## src/gshare_pkg.sv

```systemverilog
package gshare_pkg;

    // Fetch and branch address width
    parameter int XLEN = 32;

    // Two-bit saturating direction counter
    // 0 and 1 predict not taken, 2 and 3 predict taken
    typedef logic [1:0] ctr_t;

    // Strongest and weakest counter states
    parameter ctr_t CTR_MIN = 2'd0;
    parameter ctr_t CTR_MAX = 2'd3;

    // Counters leave reset weakly not taken
    parameter ctr_t CTR_INIT = 2'd1;

    // Next-PC sources, same encoding as the core's fetch mux
    typedef enum logic [1:0] {
        SEL_PLUS4      = 2'b00,
        SEL_RES_PLUS4  = 2'b01,
        SEL_BTB_TARGET = 2'b10,
        SEL_RES_TARGET = 2'b11
    } next_pc_sel_e;

    // Default target buffer index bits (64 entries)
    parameter int DEF_INDEX_WIDTH = 6;

    // Default global history length, also the counter table index width
    parameter int DEF_HISTORY_WIDTH = 4;

endpackage

```

## src/fetch_pc_gen.sv

```systemverilog
`timescale 1ns/1ps

module fetch_pc_gen import gshare_pkg::*; (
    input  logic            clk_i,
    input  logic            rst_ni,
    input  logic            stall_i,

    // Prediction for the current fetch address
    input  logic            btb_hit_i,
    input  logic [XLEN-1:0] btb_target_i,
    input  logic            btb_is_jump_i,
    input  logic            dir_taken_i,

    // Resolved branch
    input  logic            res_valid_i,
    input  logic [XLEN-1:0] res_pc_i,
    input  logic [XLEN-1:0] res_target_i,
    input  logic            res_taken_i,
    input  logic            res_pred_taken_i,

    output logic [XLEN-1:0] pc_o,
    output logic            pred_taken_o,
    output logic            flush_o
);

    logic [XLEN-1:0] pc_q;
    logic [XLEN-1:0] pc_plus4;
    logic [XLEN-1:0] res_plus4;
    logic [XLEN-1:0] next_pc;
    logic            pc_en;
    next_pc_sel_e    next_sel;

    assign pc_plus4  = pc_q + XLEN'(4);
    assign res_plus4 = res_pc_i + XLEN'(4);

    // Jumps in the buffer are always taken, branches follow the counter
    assign pred_taken_o = btb_hit_i && (btb_is_jump_i || dir_taken_i);

    // Misprediction when the actual direction differs from the fetch guess
    assign flush_o = res_valid_i && (res_taken_i != res_pred_taken_i);

    // Redirect wins over the prediction
    always_comb begin
        if (flush_o) begin
            next_sel = res_taken_i ? SEL_RES_TARGET : SEL_RES_PLUS4;
        end else if (pred_taken_o) begin
            next_sel = SEL_BTB_TARGET;
        end else begin
            next_sel = SEL_PLUS4;
        end
    end

    always_comb begin
        unique case (next_sel)
            SEL_PLUS4:      next_pc = pc_plus4;
            SEL_RES_PLUS4:  next_pc = res_plus4;
            SEL_BTB_TARGET: next_pc = btb_target_i;
            SEL_RES_TARGET: next_pc = res_target_i;
            default:        next_pc = pc_plus4;
        endcase
    end

    // A stall holds the PC, a redirect still goes through
    assign pc_en = flush_o || !stall_i;

    always_ff @(posedge clk_i or negedge rst_ni) begin
        if (!rst_ni) begin
            pc_q <= '0;
        end else if (pc_en) begin
            pc_q <= next_pc;
        end
    end

    assign pc_o = pc_q;

    // Targets come from the buffer and the resolve port, both must stay aligned
    pc_aligned_a: assert property (
        @(posedge clk_i) disable iff (!rst_ni)
        pc_q[1:0] == 2'b00
    ) else $error("fetch_pc_gen: fetch address 0x%08h not word aligned", pc_q);

endmodule

```

## config.mk

```make
export PLATFORM = sky130hd
export DESIGN_NAME = fetch_pc_gen
export DESIGN_NICKNAME = d
export VERILOG_FILES = /design/src/gshare_pkg.sv /design/src/fetch_pc_gen.sv
export SDC_FILE = /design/constraint.sdc
export NUM_CORES = 1
export LEC_CHECK = 0
export ABC_AREA = 1
export BUFFER_PORTS_ARGS = -buffer_cell sky130_fd_sc_hd__buf_2
export CORE_MARGIN = 4
export CORE_UTILIZATION = 44
export DETAILED_ROUTE_END_ITERATION = 10
export PLACE_DENSITY_LB_ADDON = 0.2
export REMOVE_ABC_BUFFERS = 1
export SLEW_MARGIN = 20
export SYNTH_ARGS = -nofsm -noshare
export SYNTH_HDL_FRONTEND = slang
export SYNTH_SLANG_ARGS = --single-unit
```

## constraint.sdc

```tcl
create_clock -name clk_i -period 1.65 [get_ports clk_i]
set_input_delay 0.2475 -clock clk_i [delete_from_list [all_inputs] [get_ports clk_i]]
set_output_delay 0.2475 -clock clk_i [all_outputs]
set_load 0.02 [all_outputs]
```

==> results of run 1 <==
[area by class of cell]
cell class                 instances  area (µm²)
tap                               96       120.1
sequential                        32       800.8
clock buffer                       6       72.57
multi-input combinational        389        2336
fill                             606        2068
inverter                          30       117.6
timing repair buffer             216        1424
clock inverter                     1       5.005
[power groups by stage]
stage | combinational, mW | sequential (mW) | clock, mW
2_1_floorplan | 0.808 | 1.26 | 0
3_3_place_gp | 1.80 | 1.07 | 0
3_5_place_dp | 1.84 | 1.07 | 0
4_1_cts | 1.85 | 1.06 | 0.622
5_1_grt | 2.19 | 1.09 | 0.667
6_report | 2.02 | 1.06 | 0.620
[what timing repair did]
item | CTS | global route
endpoints found under the setup margin | 9 | 26
endpoints found under the hold margin | 8 | 0
gates cloned | 0 | 1
resized for setup | 4 | 70
hold buffers | 1 | 0
setup buffers | 0 | 7
pin swaps | 1 | 28
[stage by stage]
stage | power [mW] | cells | hold slack [ns]
after floorplan | 2.066 | 451 | -0.04809
after global placement | 2.867 | 755 | 0.3091
after detailed placement | 2.909 | 755 | 0.3090
after CTS | 3.534 | 763 | 0.2134
after global routing | 3.939 | 770 | 0.2236
final | 3.706 | 770 | 0.2155
[layer usage]
layer / global-route usage [%] / part of all wire [%]
met3: 4.183 / 8.0
met2: 46.22 / 49
met5: 0 / 0
met4: 7.082 / 2.1
met1: 33.87 / 41
[worst max-delay path, cell delays in order]
cell and delay [ns]:
buf_4 0.13, inv_4 0.07, buf_12 0.13, buf_6 0.14
nand4_1 0.10, nand2_2 0.14, nand2_2 0.09, nor2_2 0.15
nand2_2 0.11, nor2_8 0.20, buf_4 0.14, nand3_1 0.06
nand2_1 0.06, o21ai_0 0.06
[cell families after synthesis]
| logic type | synth area share (%) |
|---|---|
| AOI/OAI and AO/OA | 18.54 |
| buffers and inverters | 8.782 |
| xor gates and xnor gates | 0.8198 |
| adders and majority gates | 0.3903 |
| DFF | 24.98 |
| and+or+nand+nor | 46.49 |
[worst max-delay path by stage]
stage,from,to,slack (ns)
floorplan,res_taken_i,pc_o[14]$_DFFE_PN0P_,-0.79
global placement,res_taken_i,pc_o[8]$_DFFE_PN0P_,-0.25
detailed placement,res_taken_i,pc_o[25]$_DFFE_PN0P_,-0.32
CTS,pc_o[2]$_DFFE_PN0P_,pc_o[26]$_DFFE_PN0P_,-0.0006
global route,res_taken_i,pc_o[31]$_DFFE_PN0P_,-0.12
finish,res_taken_i,pc_o[19]$_DFFE_PN0P_,-0.009
[Yosys cell counts, drive strengths merged]
master   instances  area (µm²)
a22oi           19       142.6
ha               1       12.51
nand4           31       236.5
o21ai           16       80.08
o211ai           5       37.54
or2              2       12.51
xnor2            2       17.52
a21boi           1       7.510
buf             15       131.4
a2bb2oi         12       105.1
nand3           27       140.1
a31oi            2       12.51
inv             30       112.6
xor2             1       8.760
nor2            66       341.6
a221oi           9       78.83
clkbuf          10       37.54
a41oi            2       17.52
dfrtp           32       800.8
nor3             1       16.27
o221ai           2       17.52
nand2          174       743.2
a21oi           16       95.09
==> impl_metrics.yaml, run 1 <==
critical_path:
  worst-endpoint-arrival_ns: 1.84
  timing.rr.end: "pc_o[10]$_DFFE_PN0P_"
  reg2reg_depth: 12
  startpoint_type: "input pin"
  r2r-start: "pc_o[2]$_DFFE_PN0P_"
  cp-end-kind: "register"
  cp_max_fo: 10
  r2r_slack_ns: 0.04
  worstSetupPathType: "in -> reg"
  cp.required_ns: 1.83
clock_network:
  clk_pin_slew_ns: 0.08
  clockBufferDepth: 2
  htreeDepth: 2
  clk-insertion-delay-late_ns: 0.29
  root_buffer: "clkbuf_8"
  cts_tree: "yes"
  cts_made_buffers: 5
  cts_sinks: 32
synthesis:
  synth_cell_types: 37
  syn_avg_cell_area_um2: 6.734
  synth_cells: 476
  netlist_area_mm2: 0.003206
  seq_area_frac_synth_pct: 24.98
  yosysWarningCount: 0
  synth-seq-cells: 32
routing:
  first_pass_iters: 5
  drt_wl_total_mm: 12.34
  vias_per_cell: 5.503
  ant_nets: 0
  drt_iter0_drc: 252
  drc: 0
  wl_per_cell_um: 16.03
  vias: 4237
timing:
  finalSetupViolations: 1
  min_period_over_period_pct: 100.5
  period_needed_ns: 1.659
  slew_viol_final: 0
  layout_setup_ws_ns: -0.008931
  fin_skew_ns: 0.009931
  fmax_ghz: 0.6028
  setup_tns_ns: -0.008931
  hold_violations: 0
  slew_headroom_pct: 69.09
  rsz0062_at_grt: "true"
  tightestPinTransition_ns: 0.4637
finish:
  largest_reg_flops: 32
  final_net_count: 780
  syn2layout_area_growth_pct: 52.11
  final_cell_mix: "buf_2, nand2_1, buf_4"
  final_common_cell: "buf_2"
  n_antenna_cell: 0
  drive_above_1_share_pct: 48.52
  utilization_pct: 70.22
  fin_area_mm2: 0.004876
floorplanning:
  core.rowCount: 30
  die_w_um: 93.36
  initial_utilization_pct: 46.16
  core_area_mm2: 0.006944
  fp.dieH_um: 93.36
  io_pins: 139
  die_area_mm2: 0.008715
global_route:
  grt_util_all_layers_pct: 26.51
  grt_start_max_net_pins: 33
  grt_pass1_wl_mm: 18.40
  grt_overflow: 0
  grt_pass1_vias: 3988
  antenna_found_initial: 0
min_path:
  hold_path_end: "pc_o[1]$_DFFE_PN0P_"
  min-delay-start: "btb_target_i[1]"
  whs_path_depth: 3
  hold_path.class: "in -> reg"
flow_run:
  drv_cap: 0
placed_design:
  postPlaceCellArea_mm2: 0.004461
  dpl.hpwl_mm: 9.205
  port_buffers: 138
  place_congestion: 0.9873
  place_ws_ns: -0.3156
power:
  p_leak_nw: 2.418
  p_sw_mw: 1.641
  peakVddDrop_mv: 0.4675
  swShare_pct: 44.27
  intPower_mw: 2.065
  powerDensity_mw_per_mm2: 760.1
  pwr-share-clk_pct: 16.7
  seqPwrFrac_pct: 28.7
  combPwrFrac_pct: 54.5
status:
  outcome: "finished with violations"
  violations: "negative setup slack"
No activity file was read; power rests on OpenSTA's default activity.
==> run 2, diff against run 1 <==
CELL_PAD_IN_SITES_DETAIL_PLACEMENT = 1   (was not set)
CELL_PAD_IN_SITES_GLOBAL_PLACEMENT = 1   (was not set)
CORE_UTILIZATION = 30   (was 44)
==> run 2 against run 1 <==
  * The flow now finishes without violations
  * Critical path depth is 3 lower
  * Die area is 42% higher
  * Core utilization is 19 points lower
  * Via count is 0.64% higher
  * Wire length is 21% higher
  * Critical path type is now reg -> reg
==> impl_metrics.yaml, run 2 (synthesis results as in run 1) <==
placed_design:
  dpl.hpwl_mm: 11.40
  port_buffers: 138
  place_ws_ns: -0.4395
  place_congestion: 0.8600
  placed_cells: 806
timing:
  fmax_ghz: 0.6170
  slew_viol_final: 0
  tightestPinTransition_ns: 0.4675
  min_period_over_period_pct: 98.23
  slew_headroom_pct: 68.83
  rsz0062_at_grt: "true"
  fin_skew_ns: 0.005596
  layout_setup_ws_ns: 0.02918
  finalSetupViolations: 0
  period_needed_ns: 1.621
  hold_slack_ns: 0.2126
  hold_violations: 0
global_route:
  grt_busiest_layer: "met2"
  antenna_found_initial: 0
  grt_util_met3_pct: 4.674
  grt_util_met1_pct: 27.43
  grt_pass1_vias: 4484
  grt_util_all_layers_pct: 22.13
  grt_overflow: 0
  grt_pass1_wl_mm: 22.57
  grt_start_max_net_pins: 23
  met2_usage_pct: 39.97
routing:
  vias: 4264
  drc: 0
  vias_per_cell: 5.119
  first_pass_iters: 4
  ant_nets: 0
  drt_iter0_drc: 181
  drt_wl_total_mm: 14.93
  wl_per_cell_um: 17.92
critical_path:
  cp_max_fo: 3
  cp.required_ns: 1.83
  cp-end-kind: "register"
  worst-endpoint-arrival_ns: 1.80
  crit_buf_inv: 3
  slowest_delay_ns: 0.39
  crit_family: "simple AND/OR/NAND/NOR gates"
  startpoint_type: "register"
  worstSetupPathType: "reg -> reg"
  slowest_stage: "dfrtp_1"
  worstPathCellList: "inv_2 > nand2_2 > nand2_2 > inv_2 > ha_4 > nand3_4 > buf_6 > nor2_4 > or2_2 > nand3_1 > o211ai_1"
clock_network:
  clockBufferDepth: 2
  clk_pin_slew_ns: 0.08
  root_buffer: "clkbuf_8"
  htreeDepth: 2
  clk-insertion-delay-late_ns: 0.30
  cts_sinks: 32
  cts_tree: "yes"
  cts_made_buffers: 5
flow_run:
  drv_cap: 0
floorplanning:
  die_w_um: 111.4
  die_area_mm2: 0.01240
  io_pins: 139
  core.rowCount: 37
  core_area_mm2: 0.01037
  fp.dieH_um: 111.4
  initial_utilization_pct: 30.91
power:
  powerDensity_mw_per_mm2: 765.1
  p_leak_nw: 2.571
  peakVddDrop_mv: 0.3211
  power_mw: 4.033
finish:
  largest_reg_flops: 32
  final_net_count: 803
  syn2layout_area_growth_pct: 64.44
  final_common_cell: "buf_2"
  instances_no_fill: 833
  final_cell_mix: "buf_2, nand2_1, buf_4"
  n_antenna_cell: 0
  drive_above_1_share_pct: 52.37
min_path:
  hold_path.class: "in -> reg"
status:
  outcome: "finished clean"
-- run 2: repair_timing --
| action | CTS | global route |
|---|---|---|
| setup endpoints to repair | 15 | 28 |
| gates resized for setup | 15 | 79 |
| hold endpoints to repair | 15 | 0 |
| hold buffers | 1 | 0 |
| pin swaps | 8 | 31 |
| buffers inserted | 2 | 13 |
| cloned | 0 | 5 |
-- run 2: final timing paths --
| check | to | start | cells after the start | slack (ns) |
|---|---|---|---|---|
| max | pc_o[8]$_DFFE_PN0P_ | pc_o[2]$_DFFE_PN0P_ | 11 | 0.03 |
| min | pc_o[1]$_DFFE_PN0P_ | res_target_i[1] | 3 | 0.21 |
| max reg2reg | pc_o[8]$_DFFE_PN0P_ | pc_o[2]$_DFFE_PN0P_ | 11 | 0.03 |
| min reg2reg | pc_o[21]$_DFFE_PN0P_ | pc_o[21]$_DFFE_PN0P_ | 2 | 0.53 |
| max in group asynchronous | pc_o[18]$_DFFE_PN0P_ | rst_ni | 3 | 0.74 |
| min in group asynchronous | pc_o[21]$_DFFE_PN0P_ | rst_ni | 2 | 0.43 |
-- run 2: report_power, final --
group / internal (mW) / total, mW / switching [mW]
combinational: 0.959 / 2.25 / 1.29
clock: 0.373 / 0.722 / 0.349
sequential: 0.941 / 1.06 / 0.123
total: 2.27 / 4.03 / 1.76
-- run 2: through the flow --
step	setup TNS, ns	area [µm²]	util (%)
floorplan	-17.07	3037	-
global placement	-7.265	4631	44.65
detailed placement	-9.251	4631	44.65
CTS	0	4810	46.38
global route	-0.7116	5271	50.83
finish	0	5271	50.83
-- run 2: worst min-delay path, cell delays in order --
cell     delay, ns
buf_2         0.10
nand2_1       0.05
a31oi_1       0.08
-- run 2: per-layer routing --
metal	routed length (µm)	share of wire, %	up-vias
met5	0	0	-
met4	200	1.3	0
met3	761	5.1	16
met2	7477	50	122
met1	6487	43	2062
li1	-	-	2064
-- run 2: layout make-up --
type / instances / area (µm²)
fill: 1360 / 5099
multi-input combinational: 389 / 2375
timing repair buffer: 239 / 1707
sequential: 32 / 800.8
tap: 136 / 170.2
inverter: 30 / 122.6
clock buffer: 7 / 96.34
