`config.mk`:
```
export PLATFORM = sky130hd
export DESIGN_NAME = gshare_direction
export DESIGN_NICKNAME = d
export VERILOG_FILES = /design/src/gshare_pkg.sv /design/src/pred_table.sv /design/src/gshare_direction.sv
export SDC_FILE = /design/constraint.sdc
export NUM_CORES = 1
export LEC_CHECK = 0
export BUFFER_PORTS_ARGS = -buffer_cell sky130_fd_sc_hd__buf_2
export CAP_MARGIN = 25
export CELL_PAD_IN_SITES_DETAIL_PLACEMENT = 1
export CELL_PAD_IN_SITES_GLOBAL_PLACEMENT = 2
export CORE_ASPECT_RATIO = 1.1
export CORE_UTILIZATION = 31
export DETAILED_ROUTE_END_ITERATION = 8
export HOLD_SLACK_MARGIN = 0.12
export PLACE_DENSITY = 0.82
export SETUP_SLACK_MARGIN = 0.5
export SYNTH_ARGS = -nofsm -noshare
export SYNTH_HDL_FRONTEND = slang
export SYNTH_SLANG_ARGS = --single-unit
export TNS_END_PERCENT = 100
```
`constraint.sdc`:
```
create_clock -name clk_i -period 4.05 [get_ports clk_i]
set_clock_uncertainty 0.05 [all_clocks]
set_input_delay 0 -clock clk_i [delete_from_list [all_inputs] [get_ports clk_i]]
set_output_delay 0 -clock clk_i [all_outputs]
set_load 0.1 [all_outputs]
```
`src/gshare_pkg.sv`:
```
package gshare_pkg;

    // Fetch and branch address width
    parameter int XLEN = 32;

    // Two-bit saturating direction counter
    // 0 and 1 predict not taken, 2 and 3 predict taken
    typedef logic [1:0] ctr_t;

    // Strongest and weakest counter states
    parameter ctr_t CTR_MIN = 2'd0;
    parameter ctr_t CTR_MAX = 2'd3;

    // Counters leave reset weakly not taken
    parameter ctr_t CTR_INIT = 2'd1;

    // Next-PC sources, same encoding as the core's fetch mux
    typedef enum logic [1:0] {
        SEL_PLUS4      = 2'b00,
        SEL_RES_PLUS4  = 2'b01,
        SEL_BTB_TARGET = 2'b10,
        SEL_RES_TARGET = 2'b11
    } next_pc_sel_e;

    // Default target buffer index bits (64 entries)
    parameter int DEF_INDEX_WIDTH = 6;

    // Default global history length, also the counter table index width
    parameter int DEF_HISTORY_WIDTH = 4;

endpackage

```
`src/pred_table.sv`:
```
`timescale 1ns/1ps

module pred_table #(
    parameter int     INDEX_W   = 4,
    parameter type    entry_t   = logic [1:0],
    parameter entry_t RESET_VAL = '0
) (
    input  logic               clk_i,
    input  logic               rst_ni,

    // Lookup port, answers in the same cycle
    input  logic [INDEX_W-1:0] rd_idx_i,
    output entry_t             rd_data_o,

    // Update port, visible to lookups from the next cycle on
    input  logic               wr_en_i,
    input  logic [INDEX_W-1:0] wr_idx_i,
    input  entry_t             wr_data_i
);

    localparam int DEPTH = 2 ** INDEX_W;

    entry_t mem_q [DEPTH];

    // Combinational read, no bypass from the write port
    assign rd_data_o = mem_q[rd_idx_i];

    always_ff @(posedge clk_i or negedge rst_ni) begin
        if (!rst_ni) begin
            // Whole table returns to its empty state
            for (int i = 0; i < DEPTH; i++) begin
                mem_q[i] <= RESET_VAL;
            end
        end else if (wr_en_i) begin
            mem_q[wr_idx_i] <= wr_data_i;
        end
    end

    // An unknown write index would corrupt an arbitrary entry
    wr_idx_known_a: assert property (
        @(posedge clk_i) disable iff (!rst_ni)
        wr_en_i |-> !$isunknown(wr_idx_i)
    ) else $error("pred_table: write index has unknown bits");

endmodule

```
`src/gshare_direction.sv`:
```
`timescale 1ns/1ps

module gshare_direction import gshare_pkg::*; #(
    parameter int HISTORY_WIDTH = DEF_HISTORY_WIDTH
) (
    input  logic                     clk_i,
    input  logic                     rst_ni,

    // Fetch side lookup
    input  logic [XLEN-1:0]          fetch_pc_i,
    output logic                     pred_taken_o,
    output logic [HISTORY_WIDTH-1:0] ghr_o,

    // Resolution of a conditional branch
    input  logic                     upd_en_i,
    input  logic [XLEN-1:0]          upd_pc_i,
    input  logic [HISTORY_WIDTH-1:0] upd_ghr_i,
    input  logic                     upd_taken_i
);

    logic [HISTORY_WIDTH-1:0] ghr_q;
    logic [HISTORY_WIDTH-1:0] rd_idx;
    logic [HISTORY_WIDTH-1:0] upd_idx;
    ctr_t                     fetch_ctr;
    ctr_t                     upd_ctr;
    ctr_t                     ctr_next;

    // Lookup uses the live history, update uses the history seen at fetch
    assign rd_idx  = fetch_pc_i[HISTORY_WIDTH+1:2] ^ ghr_q;
    assign upd_idx = upd_pc_i[HISTORY_WIDTH+1:2] ^ upd_ghr_i;

    // Two copies of the counters, written alike
    // One serves fetch, the other the read-modify-write of an update
    pred_table #(
        .INDEX_W   (HISTORY_WIDTH),
        .entry_t   (ctr_t),
        .RESET_VAL (CTR_INIT)
    ) pht_fetch_inst (
        .clk_i     (clk_i),
        .rst_ni    (rst_ni),
        .rd_idx_i  (rd_idx),
        .rd_data_o (fetch_ctr),
        .wr_en_i   (upd_en_i),
        .wr_idx_i  (upd_idx),
        .wr_data_i (ctr_next)
    );

    pred_table #(
        .INDEX_W   (HISTORY_WIDTH),
        .entry_t   (ctr_t),
        .RESET_VAL (CTR_INIT)
    ) pht_upd_inst (
        .clk_i     (clk_i),
        .rst_ni    (rst_ni),
        .rd_idx_i  (upd_idx),
        .rd_data_o (upd_ctr),
        .wr_en_i   (upd_en_i),
        .wr_idx_i  (upd_idx),
        .wr_data_i (ctr_next)
    );

    // Saturating step toward the resolved direction
    always_comb begin
        ctr_next = upd_ctr;
        if (upd_taken_i && (upd_ctr != CTR_MAX)) begin
            ctr_next = ctr_t'(upd_ctr + 2'd1);
        end else if (!upd_taken_i && (upd_ctr != CTR_MIN)) begin
            ctr_next = ctr_t'(upd_ctr - 2'd1);
        end
    end

    // History moves only on resolution, newest outcome in bit 0
    always_ff @(posedge clk_i or negedge rst_ni) begin
        if (!rst_ni) begin
            ghr_q <= '0;
        end else if (upd_en_i) begin
            ghr_q <= (ghr_q << 1) | HISTORY_WIDTH'(upd_taken_i);
        end
    end

    assign pred_taken_o = fetch_ctr[1];
    assign ghr_o        = ghr_q;

    // Counter stored by the last write, read back at the same index
    ctr_no_wrap_a: assert property (
        @(posedge clk_i) disable iff (!rst_ni)
        $past(upd_en_i) && (upd_idx == $past(upd_idx)) |->
            !(($past(upd_ctr) == CTR_MAX) && (upd_ctr == CTR_MIN)) &&
            !(($past(upd_ctr) == CTR_MIN) && (upd_ctr == CTR_MAX))
    ) else $error("gshare_direction: counter update wrapped");

endmodule

```
==> summary.txt, run 1 <==
Cells and area
  • FILL cells: between 700 and 800
  • Area grow syn2layout: 17.5%
  • Finished Core Util: a little under two fifths
  • Register area: around 900 um2
  • Share of layout cells above drive strength 1: a little under a third
  • Multi-input gate area: about 0.0010 mm2
  • Final #Nets: about 290
  • N_diodes: 0
  • Layout Cell Area excl Fill: 0.00233 mm2

Place
  • Hpwl dp: around 3700 um
  • Final Wtd Congestion: just over 0.7
  • Input/output buffers: 20
  • Post-DP Area: 0.00219 mm2
  • Worst slack, placed: around 0.89 ns

Critical path
  • Cells along the critical path: buf_2 > xnor2_2 > mux4_2 > a22o_1 > nor2_1 > inv_1 > ha_1 > or3_1 > o21ai_0 > inv_1 > a31oi_1
  • Critical Path Start Type: input pin
  • Critical Path AT: 2.99 ns
  • Critical path's slowest cell: mux4_2
  • CP required: ~4.2 ns
  • CP max stage delay: approximately 0.58 ns
  • Worst r2r src: pht_upd_inst.mem_q[2]
  • Crit Path Class: in -> reg
  • Peak fanout along the critical path: 16
  • Element type at the critical path end: flop
  • R2R Setup Slk: 1.24 ns
  • Crit path launch: upd_ghr_i[0]
  • Top cell by count, worst path: inv_1

Clock network
  • CTS tree: yes
  • Clock Path Buffers: 2
  • Cts bufs inserted: 5
  • Post-CTS sizing: 0
  • Setup bufs post-CTS: 0
  • Hold Buf Count CTS: 4
  • Clk pin slew, worst setup/hold paths: approximately 0.070 ns
  • CTS Root Cell: clkbuf_8
  • Htree depth: 2
  • Clk Latency, worst-skew pair: just under 0.3 ns
  • CTS sink cnt: 36

Drt
  • DR pass1 iterations: 4
  • Antenna Nets Post-Route: 0
  • Drt total wl: ~4900 um
  • Vias per std cell: 5.09
  • Residual DRC: 0
  • Wire length per cell: between 15 and 20 um
  • Vias: around 1,500
  • Initial DRC count: 50

Pwr
  • Combinational Power Share: between 40% and 50%
  • Net Sw Frac: between 40% and 50%
  • Flop pwr share: approximately 37%
  • Clock Power Share: around 17%
  • Static leakage: 0.935 nW
  • Sw power: ~0.00076 W
  • Total power: between 0.0015 and 0.002 W
  • Internal: 0.00112 W
  • Pwr/cell area: 808 mW/mm2
  • Worst vdd ir: between 0.0003 and 0.0004 V

Synthesis
  • #FFs+latches synth: 36
  • Synth Flop Type: dfrtp_1
  • Avg Cell Area, Syn: around 11 um2
  • Ys Warns: 0
  • Distinct cell type count after synthesis: 29
  • Synthesized Nets: between 200 and 300
  • EDFF count, synth: 0
  • Post-synthesis instance total: between 150 and 200
  • Post-synth ARST share: 100%
  • Post-Synthesis Cell Area: 0.00199 mm2
  • Sequential-to-total area share from yosys stat: about 46%

Floorplan
  • Die Wd: 78.3 um
  • Initial Utilization: around a third
  • Die area: around 0.0067 mm2
  • Core ar.: a little over 0.006 mm2
  • I/O pins: 77
  • Row cnt: 30
  • Die height: roughly 86 um

Timing
  • Final Cycle Share: about 70%
  • Setup_tns: 0 ns
  • Slew Limit Fails: 0
  • Worst Setup Slack, final: 1.21 ns
  • Setup violations, final: 0
  • Fmax: approximately 0.35 GHz
  • Final Hold Violating Endpoints: 0
  • Tmin final: ~2.8 ns
  • Worst Tran Pin Value: around 0.8 ns
  • Max-Slew Margin vs Limit: between 40% and 50%
  • RSZ-0062 raised after global routing: no

Global routing
  • Grt total ovfl: 0
  • Vias in the first global route: approximately 1,600
  • First-pass GRT wire length: around 8300 um
  • GRT Resource Usage Total: 16.1%
  • Largest net degree at the start of global routing: 37
  • Initial antenna violation count: 0

Hold path
  • Min-delay src: upd_pc_i[5]
  • Hold Path Class: in -> reg

Outcome
  • Status: completed

Job
  • MaxCap Viol Count: 0
## cell usage in the layout, fill, tap and decap left out, types with 2 or more instances in the layout
master	instances
a21oi_1	17
a22o_1	2
a31oi_1	16
and2_1	2
buf_2	20
buf_4	3
clkbuf_8	5
dfrtp_1	20
dfstp_2	16
dlygate4sd3_1	4
ha_1	2
inv_1	4
mux2_2	4
mux2i_1	2
mux4_2	13
nand2_1	2
nand2b_1	2
nand3_1	2
nand3b_1	2
nor2_1	51
xnor2_1	7
xor2_1	5
## path summary, 6_finish.rpt
path,endpoint,depth (start not counted)
max in group asynchronous,pht_fetch_inst.mem_q[11],2
worst max-delay path,pht_fetch_inst.mem_q[19],11
min in group asynchronous,ghr_o[0],2
worst max register to register,pht_fetch_inst.mem_q[19],7
worst min-delay path,pht_upd_inst.mem_q[18],6
worst min register to register,pht_upd_inst.mem_q[26],2
## worst max-delay path: cells and delay by family
kind,cells,cell delay (ns)
AOI/OAI and AO/OA,3,0.63
xor gates and xnor gates,1,0.50
adders and majority gates,1,0.31
buffers and inverters,3,0.46
muxes,1,0.58
and+or+nand+nor,2,0.50
## power groups by stage
stage,logic (W),clock network (W),registers (W)
global placement,0.000848,0,0.000698
CTS,0.000878,0.000322,0.000703
finish,0.000871,0.000313,0.000703
floorplan,0.000649,0,0.000715
detailed placement,0.000871,0,0.000710
global route,0.000963,0.000332,0.000726
## routing by layer
layer	share of wire, %	vias to the layer above	track usage (%)
met5	0	-	0
met4	1.5	0	6.73
met3	2.4	6	3.09
met2	51	26	27.8
met1	45	744	19.7
li1	-	714	-
## kinds of logic (layout without fill, tap and decap cells)
kind of cell | count (synthesis) | after routing | share of synthesized area [%]
XOR/XNOR | 14 | 14 | 6.93
buffers and inverters | 8 | 39 | 1.89
AO/OA/AOI/OAI | 39 | 39 | 12.1
adder cells (fa/ha/maj) | 2 | 2 | 1.26
AND/OR/NAND/NOR | 64 | 64 | 13.5
multiplexers | 19 | 19 | 18.0
flip-flops | 36 | 36 | 46.3
## synth_stat cells, drive strengths merged, types with 3 or more instances
master   n  area (um2)
a21oi   17        85.1
a31oi   16         100
clkbuf   3        11.3
dfrtp   20         500
dfstp   16         420
inv      4        15.0
mux2     4        45.0
mux4    13         293
nor2    51         191
xnor2    8        77.6
xor2     6        60.1
## flip-flops by register name (all words and copies together), names as in the netlist
name                  count
pht_upd_inst.mem_q       17
pht_fetch_inst.mem_q     15
ghr_o                     4
## area by class of cell
| type | count | share of cell area [%] |
|---|---|---|
| Inverter | 4 | 0.643 |
| Sequential cell | 36 | 39.4 |
| Timing Repair Buffer | 27 | 6.97 |
| Multi-Input combinational cell | 138 | 44.1 |
| Clock buffer | 6 | 3.11 |
| Clock inverter | 2 | 1.50 |
| Tap cell | 80 | 4.29 |
## metrics by stage
stage	hold WS (ns)	instances
2_1_floorplan	-0.346	182
3_3_place_gp	0.0958	281
6_report	0.269	293
3_5_place_dp	0.0975	281
5_1_grt	0.360	293
4_1_cts	0.250	293
(Power assumes the default switching activity.)
==> inputs of run 2 (changes only) <==
--- a/config.mk
+++ b/config.mk
@@ -10,10 +10,10 @@
 export CELL_PAD_IN_SITES_DETAIL_PLACEMENT = 1
 export CELL_PAD_IN_SITES_GLOBAL_PLACEMENT = 2
 export CORE_ASPECT_RATIO = 1.1
-export CORE_UTILIZATION = 31
+export CORE_UTILIZATION = 29
 export DETAILED_ROUTE_END_ITERATION = 8
 export HOLD_SLACK_MARGIN = 0.12
-export PLACE_DENSITY = 0.82
+export PLACE_DENSITY = 0.78
 export SETUP_SLACK_MARGIN = 0.5
 export SYNTH_ARGS = -nofsm -noshare
 export SYNTH_HDL_FRONTEND = slang
==> constraint.sdc (replaced) <==
create_clock -name clk_i -period 2.75 [get_ports clk_i]
set_clock_uncertainty 0.05 [all_clocks]
set_input_delay 0 -clock clk_i [delete_from_list [all_inputs] [get_ports clk_i]]
set_output_delay 0 -clock clk_i [all_outputs]
set_load 0.1 [all_outputs]
==> summary.txt, run 2 (synthesis gave the netlist of run 1 again) <==
Floorplan
  • Die area: 0.00719 mm2 (was 0.00673 mm2)
  • Core ar.: 0.00659 mm2 (was 0.00619 mm2)
  • Die Wd: 80.9 um (was 78.3 um)
  • Initial Utilization: 30.1% (was 32.1%)
  • Die height: 88.8 um (was 86.0 um)
  • I/O pins: 77 (unchanged)
  • Row cnt: 31 (was 30)

Clock network
  • CTS sink cnt: 36 (unchanged)
  • Clock Path Buffers: 2 (unchanged)
  • Clk pin slew, worst setup/hold paths: 0.08 ns (was 0.07 ns)
  • CTS Root Cell: clkbuf_8 (unchanged)
  • Clk Latency, worst-skew pair: 0.29 ns (about the same)
  • CTS tree: yes (unchanged)
  • Htree depth: 2 (unchanged)
  • Cts bufs inserted: 5 (unchanged)

Drt
  • Antenna Nets Post-Route: 0 (unchanged)
  • DR pass1 iterations: 5 (was 4)
  • Vias per std cell: 5.25 (was 5.09)
  • Initial DRC count: 156 (was 50)
  • Drt total wl: 5690 um (was 4860 um)
  • Wire length per cell: 18.5 um (was 16.6 um)
  • Residual DRC: 0 (unchanged)
  • Vias: 1,612 (was 1,490)

Critical path
  • End point of the critical path: pht_fetch_inst.mem_q[9] (was pht_fetch_inst.mem_q[19])
  • Cells along the critical path: mux4_2 > mux4_2 > ha_4 > or3_4 > o21ai_4 > inv_4 > a31oi_1 (was buf_2 > xnor2_2 > mux4_2 > a22o_1 > nor2_1 > inv_1 > ha_1 > or3_1 > o21ai_0 > inv_1 > a31oi_1)
  • Crit path launch: pht_upd_inst.mem_q[16] (was upd_ghr_i[0])
  • Peak fanout along the critical path: 8 (was 16)
  • Element type at the critical path end: flop (unchanged)
  • Crit Path Class: reg -> reg (was in -> reg)
  • R2R Setup Slk: 0.16 ns (was 1.24 ns)
  • CP required: 2.91 ns (was 4.20 ns)
  • Critical Path AT: 2.75 ns (was 2.99 ns)
  • Critical path's slowest cell: mux4_2 (unchanged)
  • Worst reg-to-reg path cell count: 7 (unchanged)
  • CP top delay family: multiplexers (was compound AO/OA/AOI/OAI gates)
  • Worst path depth: 7 (was 11)
  • R2r endpoint: pht_fetch_inst.mem_q[9] (was pht_fetch_inst.mem_q[19])
  • Top cell by count, worst path: mux4_2 (was inv_1)
  • CP max stage delay: 0.55 ns (was 0.58 ns)
  • Worst r2r src: pht_upd_inst.mem_q[16] (was pht_upd_inst.mem_q[2])
  • Critical Path Start Type: flop (was input pin)
  • WP buf/inv: 1 (was 3)

Pwr
  • Clock Power Share: 11.3% (was 16.6%)
  • Combinational Power Share: 59.8% (was 46.2%)
  • Worst vdd ir: 0.000914 V (was 0.000327 V)
  • Pwr/cell area: 1290 mW/mm2 (was 808 mW/mm2)
  • Static leakage: 1.07 nW (was 0.935 nW)
  • Flop pwr share: 28.9% (was 37.3%)
  • Internal: 0.00207 W (was 0.00112 W)
  • Sw power: 0.00154 W (was 0.000763 W)
  • Net Sw Frac: 42.8% (was 40.4%)

Timing
  • Worst Tran Pin Value: 0.825 ns (was 0.816 ns)
  • Setup violations, final: 0 (unchanged)
  • Worst Setup Slack, final: 0.156 ns (was 1.21 ns)
  • Tmin final: 2.59 ns
  • Fmax: about 0.39 GHz
  • Max-Slew Margin vs Limit: 45.0% (was 45.6%)
  • Slew Limit Fails: 0 (unchanged)
  • Final Hold Violating Endpoints: 0 (unchanged)
  • RSZ-0062 raised after global routing: yes (was no)
  • Final Cycle Share: 94.3%

Place
  • Final Wtd Congestion: 0.725 (was 0.726)
  • Hpwl dp: 3790 um (was 3670 um)
  • Input/output buffers: 20 (unchanged)
  • Worst slack, placed: -0.0260 ns (was 0.889 ns)
  • Post-DP Area: 0.00230 mm2 (was 0.00219 mm2)

Global routing
  • First-pass GRT wire length: 8310 um (was 8290 um)
  • Grt total ovfl: 0 (unchanged)
  • Largest net degree at the start of global routing: 37 (unchanged)
  • Vias in the first global route: 1,612 (was 1,599)
  • GRT Resource Usage Total: 16.1% (about the same)
  • Initial antenna violation count: 0 (unchanged)

Cells and area
  • Area grow syn2layout: 41.2% (was 17.5%)
  • Final #Nets: 298 (was 286)
  • Commonest non-fill, non-tap cells in the layout: nor2_1 (50), dfrtp_1 (19), buf_2 (19) (was nor2_1 (51), dfrtp_1 (20), buf_2 (20))
  • Share of layout cells above drive strength 1: 47.1% (was 31.5%)
  • Layout Cell Area excl Fill: 0.00281 mm2 (was 0.00233 mm2)
  • Max reg flops: 17 (unchanged)
  • N_diodes: 0 (unchanged)
  • Largest reg by FF count: pht_upd_inst.mem_q (unchanged)
  • Most common cell after layout, fill and taps aside: nor2_1 (unchanged)

Hold path
  • Hold Path Class: in -> reg (unchanged)

Job
  • MaxCap Viol Count: 0 (unchanged)

Outcome
  • Status: completed (unchanged)
==> run 2: changes by cell type in the layout (fill, tap and decap cells not counted), moves of 2 or more <==
cell      before  now
mux2i_4        0    2
buf_12         0    2
ha_1           2    0
xnor2_4        0    5
a31oi_1       16    8
clkbuf_8       5    7
mux2i_1        2    0
buf_4          3   11
a31oi_4        0    8
xnor2_1        7    2
==> run 2: worst min path at each step <==
stage	from	to	depth (start not counted)
3_5_place_dp	rst_ni	pht_fetch_inst.mem_q[17]	1
2_1_floorplan	rst_ni	ghr_o[0]	0
3_3_place_gp	rst_ni	pht_fetch_inst.mem_q[31]	1
4_1_cts	upd_pc_i[5]	pht_upd_inst.mem_q[16]	6
5_1_grt	upd_pc_i[5]	pht_upd_inst.mem_q[16]	6
6_report	upd_pc_i[5]	pht_upd_inst.mem_q[16]	6
==> run 2: worst reg2reg max path, delay by kind of cell, from the launching register on <==
family	cells	cell delay, ns
fa+ha+maj	1	0.29
buf+inv	1	0.11
flops	1	0.37
mux	2	1.05
compound gates	2	0.30
simple gates	1	0.34
==> run 2: per-layer routing <==
metal	track usage [%]	share of wire, %	up-vias
met5	0	0	-
met4	5.84	1.6	0
met3	3.09	2.9	5
met2	28.7	55	28
met1	19.1	41	837
li1	-	-	742
==> run 2: layout make-up <==
type                            count  area, um2
Fill cell                         717       3790
Multi-Input combinational cell    139       1380
Sequential cell                    36        922
Timing Repair Buffer               37        269
Tap cell                           82        103
Clock buffer                        8        100
Inverter                            4       22.5
Timing Repair inverter              1       6.26
==> run 2: power groups by stage <==
stage	combinational [W]	sequential, W	clock, W
after floorplan	0.00107	0.00105	0
after global placement	0.00136	0.00103	0
after detailed placement	0.00139	0.00105	0
after CTS	0.00148	0.00104	0.000421
after global routing	0.00228	0.00108	0.000440
final	0.00216	0.00104	0.000410
==> run 2: through the flow <==
step	hold WS [ns]	power (W)	utilization (%)	std cells	TNS, ns
3_3_place_gp	0.0929	0.00239	34.9	286	0
5_1_grt	0.329	0.00380	42.5	307	0
2_1_floorplan	-0.346	0.00213	-	182	0
4_1_cts	0.256	0.00294	37.8	299	0
6_report	0.273	0.00361	42.5	307	0
3_5_place_dp	0.0854	0.00244	34.9	286	-0.0765
==> run 2: repair_timing <==
| item | in CTS | in global routing |
|---|---|---|
| hold buffers | 4 | 0 |
| endpoints found under the hold margin | 24 | 0 |
| buffers inserted | 1 | 6 |
| pin swaps | 5 | 9 |
| cloned | 0 | 2 |
| setup endpoints to repair | 33 | 33 |
| gates resized for setup | 8 | 30 |
